$ cat src/screen_pkg.sv
// Frame geometry, bus opcodes and FSM state types for the display streamer.
// Frame is kept tiny (4 lines of 16 bytes) so a simulated refresh stays short.
package screen_pkg;

  // frame geometry
  localparam int LINE_BYTES  = 16;   // pixel bytes per line
  localparam int FRAME_LINES = 4;    // lines per refresh

  // psram burst shape, counted in ram_clk periods
  localparam int RAM_ADDR_W = 24;
  localparam int CMD_CLKS   = 8;     // opcode, 1 bit per clock on io0
  localparam int ADDR_CLKS  = 6;     // 24 bit address, quad
  localparam int DUMMY_CLKS = 6;     // wait clocks before read data

  // derived widths
  localparam int LINE_IDX_W = $clog2(FRAME_LINES);       // row number
  localparam int LINE_CNT_W = $clog2(FRAME_LINES + 1);   // lines issued, 0..FRAME_LINES
  localparam int PIX_IDX_W  = $clog2(LINE_BYTES);        // byte slot inside one half
  localparam int NIB_CNT_W  = $clog2(2 * LINE_BYTES);    // nibbles per burst

  typedef enum logic [7:0] {
    RAM_QUAD_READ = 8'hEB            // fast quad read, 6 wait clocks
  } ram_op_e;

  typedef enum logic [7:0] {
    SCR_SET_ROW = 8'h2B,             // page/row address set
    SCR_WRITE   = 8'h2C              // memory write, pixels follow
  } scr_cmd_e;

  typedef enum logic [2:0] {
    R_IDLE,
    R_CMD,
    R_ADDR,
    R_DUMMY,
    R_DATA
  } reader_state_e;

  typedef enum logic [2:0] {
    W_IDLE,
    W_SET_ROW,
    W_ROW_ARG,
    W_WR_CMD,
    W_PIXELS
  } writer_state_e;

endpackage

$ cat src/stream_if.sv
// Stage-to-stage links of the streamer pipeline. No handshake on either link.
// req is a 1-cycle strobe, allowed only while busy is low.
`timescale 1ns/1ps

interface line_req_if import screen_pkg::*; ();
  logic                  req;      // one line wanted
  logic [RAM_ADDR_W-1:0] addr;     // line index * LINE_BYTES
  logic [LINE_IDX_W-1:0] line;     // row number, travels with the bytes
  logic                  busy;     // reader burst in progress

  modport source (output req, output addr, output line, input busy);
  modport sink   (input req, input addr, input line, output busy);
endinterface

// byte stream never stalls, sender checks buffer space before it asks
interface byte_stream_if import screen_pkg::*; ();
  logic                  valid;    // one strobe per byte
  logic [7:0]            data;
  logic [LINE_IDX_W-1:0] line;
  logic                  last;     // final byte of the line

  modport source (output valid, output data, output line, output last);
  modport sink   (input valid, input data, input line, input last);
endinterface

$ cat src/line_sequencer.sv
// Refresh on a btn[3] rising edge; btn is assumed already synchronous to clock.
// A refresh edge while a frame runs is dropped. Bank is fixed for the frame.
`timescale 1ns/1ps

module line_sequencer import screen_pkg::*; (
  input  logic       clock,
  input  logic       reset,
  input  logic [3:0] btn,
  input  logic       buf_free,       // writer has a half to fill
  input  logic       buf_empty,      // writer has nothing left to send
  line_req_if.source req,
  output logic [1:0] ram_bank,
  output logic       frame_active
);

  logic                  btn3_q;     // previous btn[3], edge detect
  logic [LINE_CNT_W-1:0] issued;     // lines requested this frame
  logic                  refresh;
  logic                  all_issued;
  logic                  issue;
  logic                  drained;

  assign refresh    = btn[3] & ~btn3_q;
  assign all_issued = (issued == LINE_CNT_W'(FRAME_LINES));

  // req itself is checked since busy only rises the cycle after it
  assign issue = frame_active & ~all_issued & ~req.req & ~req.busy & buf_free;

  // frame over once the reader is quiet and both halves went out
  assign drained = all_issued & ~req.req & ~req.busy & buf_empty;

  always_ff @(posedge clock) begin
    if (reset) begin
      btn3_q       <= 1'b0;
      frame_active <= 1'b0;
      issued       <= '0;
      ram_bank     <= 2'b00;
      req.req      <= 1'b0;
    end else begin
      btn3_q  <= btn[3];
      req.req <= issue;                    // registered strobe
      if (!frame_active) begin
        if (refresh) begin
          frame_active <= 1'b1;
          ram_bank     <= btn[1:0];        // bank held for the whole frame
          issued       <= '0;
        end
      end else if (issue) begin
        issued <= issued + 1'b1;
      end else if (drained) begin
        frame_active <= 1'b0;
      end
    end
  end

  // address and row ride along with the strobe
  always_ff @(posedge clock) begin
    if (issue) begin
      req.addr <= RAM_ADDR_W'(issued * LINE_BYTES);
      req.line <= issued[LINE_IDX_W-1:0];
    end
  end

endmodule

$ cat src/qspi_ram_reader.sv
// Quad read (EB) burst per line request; PSRAM assumed already in SPI mode.
// ram_clk runs at clock/2, bits change on its fall, nibbles sampled on its rise.
`timescale 1ns/1ps

module qspi_ram_reader import screen_pkg::*; (
  input  logic          clock,
  input  logic          reset,
  line_req_if.sink      req,
  byte_stream_if.source bytes,
  output logic          ram_csn,
  output logic          ram_clk,
  input  logic [3:0]    ram_io_in,
  output logic [3:0]    ram_io_out,
  output logic [3:0]    ram_io_oe
);

  reader_state_e         state;
  logic [RAM_ADDR_W-1:0] sh;          // opcode first, then address, msb out first
  logic [RAM_ADDR_W-1:0] addr_q;
  logic [LINE_IDX_W-1:0] line_q;
  logic [NIB_CNT_W-1:0]  cnt;         // periods per phase, nibbles in data
  logic [3:0]            nib_hi;      // high nibble waiting for its partner
  logic                  start;
  logic                  rise;        // this edge takes ram_clk high
  logic                  fall;        // this edge takes ram_clk low
  logic                  phase_end;

  assign start = (state == R_IDLE) & req.req;
  assign rise  = (state != R_IDLE) & ~ram_clk;
  assign fall  = (state != R_IDLE) & ram_clk;

  assign req.busy   = (state != R_IDLE);  // high from the cycle after req
  assign bytes.line = line_q;

  always_comb begin
    case (state)
      R_CMD:   phase_end = (cnt == NIB_CNT_W'(CMD_CLKS - 1));
      R_ADDR:  phase_end = (cnt == NIB_CNT_W'(ADDR_CLKS - 1));
      R_DUMMY: phase_end = (cnt == NIB_CNT_W'(DUMMY_CLKS - 1));
      default: phase_end = bytes.valid & bytes.last;  // last byte just went out
    endcase
  end

  // pin drive, single bit on io0 for the opcode
  always_comb begin
    ram_io_out = 4'h0;
    ram_io_oe  = 4'h0;
    case (state)
      R_CMD: begin
        ram_io_out = {3'b000, sh[RAM_ADDR_W-1]};
        ram_io_oe  = 4'b0001;
      end
      R_ADDR: begin
        ram_io_out = sh[RAM_ADDR_W-1 -: 4];
        ram_io_oe  = 4'b1111;
      end
      default: ;                          // dummy and data, pins released
    endcase
  end

  always_ff @(posedge clock) begin
    if (reset) begin
      state       <= R_IDLE;
      ram_csn     <= 1'b1;
      ram_clk     <= 1'b0;
      cnt         <= '0;
      bytes.valid <= 1'b0;
      bytes.last  <= 1'b0;
    end else begin
      bytes.valid <= 1'b0;
      bytes.last  <= 1'b0;
      if (start) begin
        state   <= R_CMD;
        ram_csn <= 1'b0;
        cnt     <= '0;
      end
      if (state != R_IDLE) ram_clk <= ~ram_clk;
      if (rise && state == R_DATA) begin
        cnt <= cnt + 1'b1;
        if (cnt[0]) begin                 // second nibble, byte complete
          bytes.valid <= 1'b1;
          bytes.last  <= (cnt == NIB_CNT_W'(2 * LINE_BYTES - 1));
        end
      end
      if (fall && phase_end) begin
        cnt <= '0;
        case (state)
          R_CMD:   state <= R_ADDR;
          R_ADDR:  state <= R_DUMMY;
          R_DUMMY: state <= R_DATA;
          default: begin
            state   <= R_IDLE;
            ram_csn <= 1'b1;              // ram_clk goes low on the same edge
          end
        endcase
      end else if (fall && state != R_DATA) begin
        cnt <= cnt + 1'b1;
      end
    end
  end

  // shifter and byte assembly
  always_ff @(posedge clock) begin
    if (start) begin
      sh     <= {RAM_QUAD_READ, {(RAM_ADDR_W - 8){1'b0}}};
      addr_q <= req.addr;
      line_q <= req.line;
    end else if (fall && state == R_CMD) begin
      sh <= phase_end ? addr_q : {sh[RAM_ADDR_W-2:0], 1'b0};
    end else if (fall && state == R_ADDR) begin
      sh <= {sh[RAM_ADDR_W-5:0], 4'h0};
    end
    if (rise && state == R_DATA) begin
      if (!cnt[0]) nib_hi <= ram_io_in;  // high nibble comes first
      else bytes.data <= {nib_hi, ram_io_in};
    end
  end

endmodule

$ cat src/screen_spi_writer.sv
// Two-line buffer in front of an SPI display, mode 0 at clock/2, MSB first.
// Per line: SET_ROW, row, WRITE with dc low, then LINE_BYTES pixels with dc high.
`timescale 1ns/1ps

module screen_spi_writer import screen_pkg::*; (
  input  logic        clock,
  input  logic        reset,
  byte_stream_if.sink bytes,
  output logic        buf_free,
  output logic        buf_empty,
  output logic        screen_clk,
  output logic        screen_csn,
  output logic        screen_dc,
  output logic        screen_mosi,
  output logic        screen_resn
);

  logic [7:0]            mem [2*LINE_BYTES];  // half 0 then half 1
  logic [LINE_IDX_W-1:0] row [2];             // row number per half
  logic [1:0]            rdy;                 // half full, waiting or in flight
  logic                  wr_half;
  logic [PIX_IDX_W-1:0]  wr_idx;
  logic                  rd_half;
  logic [PIX_IDX_W-1:0]  px;                  // pixel now shifting
  logic [PIX_IDX_W-1:0]  px_nxt;
  writer_state_e         state;
  logic [7:0]            sh;
  logic [2:0]            bit_cnt;
  logic                  hold;                // stretches csn high to 2 clocks
  logic                  filling;
  logic                  start;
  logic                  byte_done;

  assign filling   = (wr_idx != '0);
  assign buf_free  = filling ? ~rdy[~wr_half] : ~(rdy[0] & rdy[1]);
  assign buf_empty = ~filling & ~rdy[0] & ~rdy[1];

  assign start     = (state == W_IDLE) & rdy[rd_half] & ~hold;
  assign byte_done = (state != W_IDLE) & screen_clk & (bit_cnt == 3'd7);
  assign px_nxt    = px + 1'b1;

  assign screen_mosi = ~screen_csn & sh[7];  // quiet low between lines

  always_ff @(posedge clock) begin
    if (reset) begin
      state       <= W_IDLE;
      screen_csn  <= 1'b1;
      screen_clk  <= 1'b0;
      screen_dc   <= 1'b0;
      screen_resn <= 1'b0;
      bit_cnt     <= '0;
      px          <= '0;
      rdy         <= 2'b00;
      wr_half     <= 1'b0;
      wr_idx      <= '0;
      rd_half     <= 1'b0;
      hold        <= 1'b0;
    end else begin
      screen_resn <= 1'b1;                // one clock after reset drops
      hold        <= 1'b0;
      if (bytes.valid) begin              // fill side, never stalls
        wr_idx <= wr_idx + 1'b1;          // wraps to 0 on the last byte
        if (bytes.last) begin
          rdy[wr_half] <= 1'b1;
          wr_half      <= ~wr_half;
        end
      end
      if (start) begin
        state      <= W_SET_ROW;
        screen_csn <= 1'b0;
        screen_dc  <= 1'b0;
        bit_cnt    <= '0;
      end
      if (state != W_IDLE) screen_clk <= ~screen_clk;
      if (state != W_IDLE && screen_clk) bit_cnt <= bit_cnt + 1'b1;
      if (byte_done) begin
        case (state)
          W_SET_ROW: state <= W_ROW_ARG;
          W_ROW_ARG: state <= W_WR_CMD;
          W_WR_CMD: begin
            state     <= W_PIXELS;
            screen_dc <= 1'b1;
            px        <= '0;
          end
          default: begin
            if (px == PIX_IDX_W'(LINE_BYTES - 1)) begin
              state        <= W_IDLE;
              screen_csn   <= 1'b1;
              screen_dc    <= 1'b0;
              rdy[rd_half] <= 1'b0;       // last bit is out, half is free
              rd_half      <= ~rd_half;
              hold         <= 1'b1;
            end else begin
              px <= px_nxt;
            end
          end
        endcase
      end
    end
  end

  // buffer writes and the output shifter
  always_ff @(posedge clock) begin
    if (bytes.valid) mem[{wr_half, wr_idx}] <= bytes.data;
    if (bytes.valid && bytes.last) row[wr_half] <= bytes.line;
    if (start) begin
      sh <= SCR_SET_ROW;
    end else if (byte_done) begin
      case (state)
        W_SET_ROW: sh <= {{(8 - LINE_IDX_W){1'b0}}, row[rd_half]};
        W_ROW_ARG: sh <= SCR_WRITE;
        W_WR_CMD:  sh <= mem[{rd_half, {PIX_IDX_W{1'b0}}}];
        default:   sh <= mem[{rd_half, px_nxt}];  // wraps harmlessly at line end
      endcase
    end else if (state != W_IDLE && screen_clk) begin
      sh <= {sh[6:0], 1'b0};
    end
  end

endmodule

$ cat src/screen_stream_top.sv
// Streamer top: PSRAM line reads to an SPI display, two-line pipelined.
// Active-high sync reset; PSRAM data pins split into in, out and oe buses.
`timescale 1ns/1ps

module screen_stream_top (
  input  logic       clock,
  input  logic       reset,
  input  logic [3:0] btn,          // [3] refresh, [1:0] bank
  output logic [1:0] ram_bank,
  output logic       ram_csn,
  output logic       ram_clk,
  input  logic [3:0] ram_io_in,
  output logic [3:0] ram_io_out,
  output logic [3:0] ram_io_oe,
  output logic       screen_clk,
  output logic       screen_csn,
  output logic       screen_dc,
  output logic       screen_mosi,
  output logic       screen_resn,
  output logic       frame_active
);

  logic buf_free;
  logic buf_empty;

  line_req_if    req_if ();
  byte_stream_if byte_if ();

  line_sequencer seq0 (
    .clock        (clock),
    .reset        (reset),
    .btn          (btn),
    .buf_free     (buf_free),
    .buf_empty    (buf_empty),
    .req          (req_if.source),
    .ram_bank     (ram_bank),
    .frame_active (frame_active)
  );

  qspi_ram_reader rd0 (
    .clock      (clock),
    .reset      (reset),
    .req        (req_if.sink),
    .bytes      (byte_if.source),
    .ram_csn    (ram_csn),
    .ram_clk    (ram_clk),
    .ram_io_in  (ram_io_in),
    .ram_io_out (ram_io_out),
    .ram_io_oe  (ram_io_oe)
  );

  screen_spi_writer wr0 (
    .clock       (clock),
    .reset       (reset),
    .bytes       (byte_if.sink),
    .buf_free    (buf_free),
    .buf_empty   (buf_empty),
    .screen_clk  (screen_clk),
    .screen_csn  (screen_csn),
    .screen_dc   (screen_dc),
    .screen_mosi (screen_mosi),
    .screen_resn (screen_resn)
  );

endmodule

$ cat config.mk
export PLATFORM = sky130hd
export DESIGN_NAME = screen_stream_top
export DESIGN_NICKNAME = d
export VERILOG_FILES = /design/src/screen_pkg.sv /design/src/stream_if.sv /design/src/line_sequencer.sv /design/src/qspi_ram_reader.sv /design/src/screen_spi_writer.sv /design/src/screen_stream_top.sv
export SDC_FILE = /design/constraint.sdc
export NUM_CORES = 1
export LEC_CHECK = 0
export ABC_AREA = 0
export BUFFER_PORTS_ARGS = -buffer_cell sky130_fd_sc_hd__buf_4
export CAP_MARGIN = 40
export CORE_MARGIN = 5
export CORE_UTILIZATION = 55
export CTS_CLUSTER_SIZE = 30
export DETAILED_ROUTE_END_ITERATION = 12
export PLACE_DENSITY = 0.71
export SETUP_SLACK_MARGIN = 0.15
export SLEW_MARGIN = 10
export SYNTH_ARGS = -nofsm -noshare
export SYNTH_HDL_FRONTEND = slang
export SYNTH_SLANG_ARGS = --single-unit
export TNS_END_PERCENT = 1
$ cat constraint.sdc
create_clock -name clock -period 2.9 [get_ports clock]
set_input_delay 0.58 -clock clock [delete_from_list [all_inputs] [get_ports clock]]
set_output_delay 0.58 -clock clock [all_outputs]
set_load 0.01 [all_outputs]
* Word level (Yosys, flattened, before mapping)
Memories as Yosys holds them, arrays and structs flattened. A register that Yosys moved wholly into a read port is not among the register bits. Index checks and enable logic that the tools add are counted.
Word-level totals: RAM bits 260, memories 2, register bits 97
Operators by class: reductions and logical operators 35, multiplexer cells 67, equality and inequality tests 16, add/subtract/negate cells 5, bitwise logic cells 44, order comparisons 5
Memories:
- wr0.mem | words 32, width 8, read ports 2, clocked after Yosys merged registers in 1, wr ports 1, line screen_spi_writer.sv:18 | logic [7:0] mem [2*LINE_BYTES];
- wr0.row | words 2, width 2, read ports 1, clocked after Yosys merged registers in 1, wr ports 1, line screen_spi_writer.sv:19 | logic [LINE_IDX_W-1:0] row [2];
Operator list (number):
- two-way mux 24 bit | 3
- two-way mux 1 bit | 30
- two-way mux 3 bit | 10
- two-way mux 5 bit | 5
- one-hot mux 4 bit (2 select lines) | 3
- one-hot mux 8 bit (3 select lines) | 1
- NOT 1 bit | 21
- AND 1 bit | 20
- one-hot mux 3 bit (3 select lines) | 2
- two-way mux 8 bit | 2
- == test 3 x 2 -> 1 bit (second input constant) | 4
- two-way mux 2 bit | 6
- == test 5 x 3 -> 1 bit (second input constant) | 2
- AND reduction 2 bit | 5
- nonzero test 2 bit | 5
- == test 3 bit (second input constant) | 3
- logical AND 1 bit | 9
- nonzero test 3 bit | 3
- OR reduction 3 bit | 3
- adder 4 x 1 -> 4 bit (second input constant) | 2
- OR reduction 2 bit | 4
- adder 3 x 1 -> 3 bit (second input constant) | 2
- == test 3 x 1 -> 1 bit (second input constant) | 2
- logical NOT 3 bit | 2
- 16 further kinds | 23

* Depth between registers and ports, before layout
Gate-level depths: netlist of run 1.
depth in word-level cells 12, depth in mapped cells 10

* Cells and area by module
From an unflattened synthesis of run 1, not the netlist that was laid out.
Unflattened totals: cell total of the unflattened synthesis 1026, area, all modules 15790.1 µm²
Modules (own cells, without submodules):
- screen_spi_writer | cells an instance 665, instances 1, area each 11935.2 µm²
- qspi_ram_reader | cells an instance 295, instances 1, area each 3208.1 µm²
- line_sequencer | cells an instance 66, instances 1, area each 646.9 µm²

* Worst setup path before layout of run 1
Ideal clock, no wire load.
path kind reg2reg, start register wr0.px[0], end register wr0.sh[2], period minus slack after synthesis 2318 ps, arrival 2187 ps, slack 582 ps, cell stages (with the launch flop) 8, library setup time 131 ps, cell sequence dfxtp_1 -> ha_1 -> buf_2 -> buf_1 -> mux4_2 -> mux4_2 -> o221ai_1 -> o211ai_1
On the way: longest elaborated chain between the ends 4
Ends and longest elaborated chain:
- from (decl) | line screen_spi_writer.sv:24 | logic [PIX_IDX_W-1:0] px;
- from (signal assigned) | line screen_spi_writer.sv:94 | px <= px_nxt;
- adder 4 x 1 -> 4 bit | line screen_spi_writer.sv:40 | assign px_nxt = px + 1'b1;
- memory (32 x 8 bit)
- one-hot mux 8 bit (3 select lines) | line screen_spi_writer.sv:109 | case (state)
- two-way mux 8 bit | line screen_spi_writer.sv:108 | end else if (byte_done) begin
- to (signal assigned) | line screen_spi_writer.sv:110 | W_SET_ROW: sh <= {{(8 - LINE_IDX_W){1'b0}}, row[rd_half]};
- to (signal assigned) | line screen_spi_writer.sv:112 | W_WR_CMD: sh <= mem[{rd_half, {PIX_IDX_W{1'b0}}}];
- to (signal assigned) | line screen_spi_writer.sv:113 | default: sh <= mem[{rd_half, px_nxt}];
- to (decl) | line screen_spi_writer.sv:27 | logic [7:0] sh;
No other way between the ends. A chain may end at the register's enable or synchronous reset.

* Final worst setup path of run 1
start register wr0.px[0], end register wr0.sh[5]
Same word-level chain as after synthesis.

==> results of run 1 <==
[per-layer routing]
| layer | wire length, um | track usage |
|---|---|---|
| met1 | 12600 | 0.293 |
| met2 | 14000 | 0.322 |
| met3 | 2010 | 0.0390 |
| met4 | 822 | 0.0649 |
| met5 | 0 | 0 |
[cell type report]
cell class | instances | area [um2]
flip-flops and latches | 350 | 9790
fillers | 1776 | 9180
well taps | 330 | 413
clock buffers | 52 | 993
repair buffers | 71 | 686
inverters | 14 | 52.6
multi-input cells | 475 | 4120
clock inverters | 9 | 93.8
[worst min-delay path by stage]
stage / endpoint / from / cells after the start / slack (ns)
2_1_floorplan: rd0.addr_q[5] / seq0.req.addr[5] / 0 / 0.40
3_3_place_gp: rd0.addr_q[5] / seq0.req.addr[5] / 0 / 0.40
3_5_place_dp: rd0.bytes.data[5] / rd0.nib_hi[1] / 0 / 0.40
4_1_cts: rd0.nib_hi[2] / ram_io_in[2] / 1 / 0.24
5_1_grt: rd0.bytes.data[2] / ram_io_in[2] / 1 / 0.24
6_report: rd0.bytes.data[2] / ram_io_in[2] / 1 / 0.25
[synthesized netlist by cell type (13+ instances only)]
cell type  instances  share of area
a221oi_1          16         0.0099
nor3_1            16         0.0056
buf_2             14         0.0049
clkbuf_1          23         0.0061
edfxtp_1         278           0.59
o21ai_0           17         0.0060
mux2i_1           27          0.019
nand3_1           14         0.0049
mux4_1            22          0.041
mux4_2            45          0.071
inv_1             13         0.0034
nor2_1           108          0.029
a21oi_1           24         0.0084
nand2_1           41          0.011
dfxtp_1           72           0.10
[per-stage QoR]
stage	setup slack, ns	cells	util	area, um2	hold slack [ns]
3_3_place_gp	0.337	1232	0.588	14900	0.403
2_1_floorplan	0.582	888	-	14200	0.400
5_1_grt	0.153	1301	0.638	16100	0.237
6_report	0.306	1301	0.638	16100	0.253
4_1_cts	0.246	1301	0.637	16100	0.239
3_5_place_dp	0.255	1240	0.594	15100	0.405
[worst max-delay path, delay by kind of cell (launching register included)]
family / cells / cell delay (ns)
AOI/OAI and AO/OA: 4 / 0.95
buffers and inverters: 1 / 0.35
DFF: 1 / 0.37
muxes: 1 / 0.61
and+or+nand+nor: 1 / 0.17
[registers in the layout, summed over array words and instances, names as in the netlist, 2 cells and up, named ones only]
| register | flops |
|---|---|
| wr0.rdy | 2 |
| wr0.wr_idx | 4 |
| rd0.sh | 20 |
| wr0.sh | 8 |
| wr0.px | 4 |
| wr0.bit_cnt | 3 |
| wr0.state | 3 |
| rd0.bytes.data | 8 |
| rd0.nib_hi | 4 |
| seq0.issued | 3 |
| wr0.row | 4 |
| seq0.req.addr | 2 |
| rd0.cnt | 5 |
| rd0.state | 3 |
| seq0.ram_bank | 2 |
| rd0.addr_q | 2 |
| wr0.mem | 256 |
[timing repair]
| item | in CTS | in global routing |
|---|---|---|
| resized for setup | 0 | 1 |
| setup buffers | 0 | 0 |
| setup endpoints to repair | 0 | 3 |
[cell families (layout without fill, tap and decap cells)]
group,Yosys count,count (layout)
flops,350,350
simple gates,239,239
compound gates,117,117
mux,97,97
buf+inv,63,146
fa+ha+maj,11,11
xor+xnor,11,11
[report_power, final]
group / switching [mW] / internal [mW]
clock: 1.76 / 2.54
combinational: 0.135 / 0.117
sequential: 0.0787 / 5.45
==> impl_metrics.csv, run 1 <==
group,metric,value,unit
timing,tns,0,ns
logic_synthesis,synth_flop_cell,"edfxtp_1",
timing,rsz0062_at_grt,"false",
timing,setup_viol,0,
min_path,hp-class,"in2reg",
logic_synthesis,avgSynthCellArea,16.0,um2
timing,slew-limit-headroom,0.397,
layout,layout_commonest_cell,"edfxtp_1",
drt,drtIter0Drc,768,
critical_path,cp.arrival,2.98,ns
logic_synthesis,synth_xor_area_frac,0.00809,
drt,drt_first_pass_iters,6,
power,max-vdd-ir-drop,0.634,mV
run_status,status,"completed",
timing,timing.final.crit_period,2.59,ns
critical_path,startpoint,"wr0.px[0]",
clock_tree,htree_levels,2,
floorplan,die-height,171,um
logic_synthesis,synth_simple_gate_area_frac,0.0792,
placement,place_congestion,0.826,
floorplan,floorplan.initialDensity,0.562,
timing,timing.fmax,385,MHz
logic_synthesis,yosysWarnings,0,
drt,drt-total-wl,29400,um
critical_path,cp-start-kind,"flop",
critical_path,max_stage_delay,0.61,ns
floorplan,dieArea,29200,um2
clock_tree,clock-sinks,350,
floorplan,dieWidth,171,um
clock_tree,root_buffer,"clkbuf_16",
global_route,grt_pass1_vias,7746,
critical_path,cp_cell_sequence,"buf_4, mux4_1, and2_1, a2111oi_0, a211o_1, a31o_1, a31oi_1",
layout,antenna_cells,0,
clock_tree,cts_tree,"done",
floorplan,core,25300,um2
critical_path,reg2regPathDepth,7,
logic_synthesis,synth-compound-area-share,0.0582,
logic_synthesis,synth_fa_ha_area_frac,0.00968,
critical_path,ff2ff_setup_slack,0.31,ns
global_route,grtUsageTotal,0.204,
drt,ant_nets,0,
logic_synthesis,synth_edf_count,278,
timing,slew_violations,0,
critical_path,worstPathRequired,3.29,ns
critical_path,critPathKind,"reg2reg",
layout,drive_gt1_frac,0.186,
clock_tree,cts_buffer_depth,3,
critical_path,r2r_end,"wr0.sh[5]",
logic_synthesis,synth_top_family_by_area,"multiplexers",
drt,routed_via_density,6.02,
placement,dp_hpwl,19600,um
critical_path,end_kind,"flop",
logic_synthesis,synth_cell_types,65,
layout,area_delta_synth_final,13.5,%
power,pwr_density_cell,625,nW/um2
logic_synthesis,synth_fp_nets,909,
floorplan,placementRows,58,
clock_tree,cts_hold_buf,0,
drt,wl_per_cell,22.6,um
drt,drc,0,
job,maxCapViolations,0,
placement,io_buffers,26,
power,power,10.1,mW
global_route,antenna_found_initial,0,
power,p_leak,5.33,nW
global_route,grt_max_degree,36,
layout,final_nets,968,
timing,fin_skew,0.0254,ns
critical_path,crit_fanout,21,
logic_synthesis,syn_inst,888,
timing,worst_slew_pin_slew,0.904,ns
drt,vias,7833,
critical_path,endpoint,"wr0.sh[5]",
timing,hold_violations,0,
global_route,grt_remaining_overflow,0,
logic_synthesis,synth-seq-cells,350,
timing,period_share,0.895,
floorplan,ios,28,
clock_tree,clk-insertion-delay-late,0.51,ns
clock_tree,clk_pin_slew,0.06,ns
global_route,grt_pass1_wl,45200,um
layout,mostFrequentLayoutCells,"edfxtp_1 (278), nor2_1 (108), dfxtp_1 (71)",
critical_path,cp_slowest_cell,"mux4_1",
logic_synthesis,syn_area,14200,um2
logic_synthesis,async_reset_ff_frac,0,
clock_tree,numCtsBuffers,35,
logic_synthesis,muxShareOfSynthArea,0.133,
logic_synthesis,ys_seq_area_frac,0.688,
critical_path,r2r_start,"wr0.px[0]",
No activity file was read; power rests on OpenSTA's default activity.
==> inputs of run 2 (changes only) <==
Settings changed: ABC_AREA 0 to 1, CTS_BUF_LIST from default to sky130_fd_sc_hd__clkbuf_16.
==> impl_metrics.csv, run 2 <==
group,metric,value,unit
logic_synthesis,avgSynthCellArea,10.2,um2
layout,regMostFlops,"wr0.mem",
timing,slew_violations,0,
clock_tree,clk-insertion-delay-late,0.51,ns
critical_path,crit_fanout,52,
critical_path,startpoint,"wr0.px[0]",
floorplan,die-height,176,um
logic_synthesis,synth_commonest_cells,"nand2_1 (383), edfxtp_1 (278), nand3_1 (193)",
logic_synthesis,synth-seq-cells,350,
logic_synthesis,syn_area,15100,um2
layout,reg_top3,"wr0.mem: 256 flops, rd0.sh: 20 flops",
timing,timing.fmax,429,MHz
layout,antenna_cells,0,
timing,rsz0062_at_grt,"false",
logic_synthesis,ys_seq_area_frac,0.647,
critical_path,cp.arrival,2.74,ns
drt,drt-total-wl,33900,um
timing,tns,0,ns
drt,drc,0,
placement,dp_cells,1815,
run_status,status,"completed",
power,max-vdd-ir-drop,0.413,mV
timing,fin_skew,0.0221,ns
timing,hold_violations,0,
clock_tree,clk_pin_slew,0.06,ns
global_route,grt_remaining_overflow,0,
drt,drtIter0Drc,1014,
critical_path,r2r_end,"wr0.sh[1]",
timing,setup_viol,0,
global_route,antenna_found_initial,0,
floorplan,core,27000,um2
logic_synthesis,synth_area_leaders,"edfxtp_1 (55%), dfxtp_1 (9.5%), nand2_1 (9.5%)",
clock_tree,post_cts_resized,0,
layout,final_nets,1533,
critical_path,worstPathRequired,3.30,ns
drt,routed_via_density,5.56,
clock_tree,numCtsBuffers,36,
drt,wl_per_cell,18.0,um
drt,drt_first_pass_iters,5,
floorplan,ios,28,
clock_tree,htree_levels,2,
clock_tree,cts_tree,"done",
critical_path,ff2ff_setup_slack,0.57,ns
floorplan,dieArea,30900,um2
floorplan,dieWidth,176,um
layout,layout_commonest_cell,"nand2_1",
power,p_leak,6.50,nW
logic_synthesis,syn_inst,1491,
clock_tree,post_cts_buffers,0,
logic_synthesis,yosysTopAreaCellShare,0.551,
power,pwr_density_cell,580,nW/um2
layout,largest_register_ffs,256,
timing,slew-limit-headroom,0.413,
floorplan,floorplan.initialDensity,0.560,
placement,dp_hpwl,20900,um
logic_synthesis,synth_edf_count,278,
placement,pre_cts_ws,0.592,ns
timing,setup_slack,0.567,ns
logic_synthesis,synth_fp_nets,1512,
clock_tree,cts_buffer_depth,3,
critical_path,end_kind,"flop",
drt,vias,10463,
layout,drive_gt1_frac,0.103,
logic_synthesis,synth_most_common_cell,"nand2_1",
clock_tree,clock-sinks,350,
layout,instances_no_fill,1881,
layout,mostFrequentLayoutCells,"nand2_1 (383), edfxtp_1 (278), nand3_1 (193)",
logic_synthesis,yosysWarnings,0,
global_route,grt_pass1_wl,54100,um
clock_tree,cts_hold_buf,0,
critical_path,cp-start-kind,"flop",
critical_path,critPathKind,"reg2reg",
logic_synthesis,synth_flop_cell,"edfxtp_1",
placement,place_congestion,0.915,
logic_synthesis,synth_top_area_cell,"edfxtp_1",
critical_path,reg2regPathDepth,12,
placement,io_buffers,26,
min_path,hp-class,"in2reg",
global_route,grtUsageTotal,0.220,
floorplan,placementRows,60,
timing,worst_slew_pin_slew,0.877,ns
timing,period_share,0.804,
critical_path,endpoint,"wr0.sh[1]",
global_route,grt_pass1_vias,10014,
layout,area_delta_synth_final,10.2,%
logic_synthesis,synth_cell_types,46,
logic_synthesis,async_reset_ff_frac,0,
clock_tree,root_buffer,"clkbuf_16",
timing,timing.final.crit_period,2.33,ns
job,maxCapViolations,0,
global_route,grt_max_degree,115,
drt,ant_nets,0,
critical_path,r2r_start,"wr0.px[0]",
run 2: cell types whose count changed in the layout (fill, tap and decap cells not counted), sizes merged, moves of 10 or more:
cell    change
nand2     +359
nand3     +182
inv       +128
mux4       -67
o21ai      +54
nor2       +50
a21oi      +38
mux2i      -27
buf        -19
a221oi     -16
clkbuf     -14
clkinv     +12
nor3       -12
nor2b      -10
run 2: cell families after synthesis:
logic type	count (synthesis)	synth area share
xor+xnor	3	0.00298
fa+ha+maj	11	0.00909
compound gates	156	0.0572
flops	350	0.647
simple gates	769	0.223
buf+inv	202	0.0615
run 2: critical path, cell delays in order (launching register included):
cell and delay [ns]:
dfxtp_4 0.54, ha_2 0.37, inv_2 0.09, buf_12 0.25, nand3_1 0.11, nand2_1 0.08
nand2_1 0.09, nand3_1 0.13, nand3_1 0.18, nand3_1 0.18, nand2_1 0.07, nand2_1 0.06
nand2_1 0.04
run 2: worst min-delay path by stage:
stage                     cells past startpoint        startpoint  slack [ns]                end
final                                         1      ram_io_in[0]        0.25      rd0.nib_hi[0]
after global routing                          1      ram_io_in[2]        0.23      rd0.nib_hi[2]
after global placement                        0  seq0.req.line[0]        0.40  rd0.bytes.line[0]
after detailed placement                      0     rd0.nib_hi[1]        0.40  rd0.bytes.data[5]
after CTS                                     1      ram_io_in[0]        0.23  rd0.bytes.data[0]
after floorplan                               0  seq0.req.addr[5]        0.40      rd0.addr_q[5]
run 2: stage by stage:
stage | utilization | cell area, um2 | hold WS (ns) | power, mW
global placement | 0.576 | 15600 | 0.402 | 5.61
detailed placement | 0.578 | 15600 | 0.405 | 5.62
finish | 0.617 | 16700 | 0.253 | 9.68
floorplan | - | 15100 | 0.400 | 5.58
global route | 0.617 | 16700 | 0.230 | 9.95
CTS | 0.617 | 16700 | 0.232 | 9.74
run 2: metal layers:
layer / GRT usage / share of wire / vias to the layer above
li1: - / - / 5055
met1: 0.299 / 0.42 / 4985
met2: 0.362 / 0.48 / 344
met3: 0.0336 / 0.063 / 79
met4: 0.0796 / 0.037 / 0
met5: 0 / 0 / -
run 2: report_power, final:
group | internal [mW] | switching (mW) | leakage [nW]
Combinational | 0.0458 | 0.0699 | 2.86
Clock | 2.36 | 1.81 | 0.562
Sequential | 5.38 | 0.0216 | 3.08
run 2: cell type report:
type / instances / area, um2
fill: 2183 / 10300
sequential: 350 / 9790
multi-input combinational: 939 / 4420
clock buffer: 38 / 951
inverter: 133 / 509
timing repair buffer: 52 / 455
tap: 341 / 427
clock inverter: 28 / 121
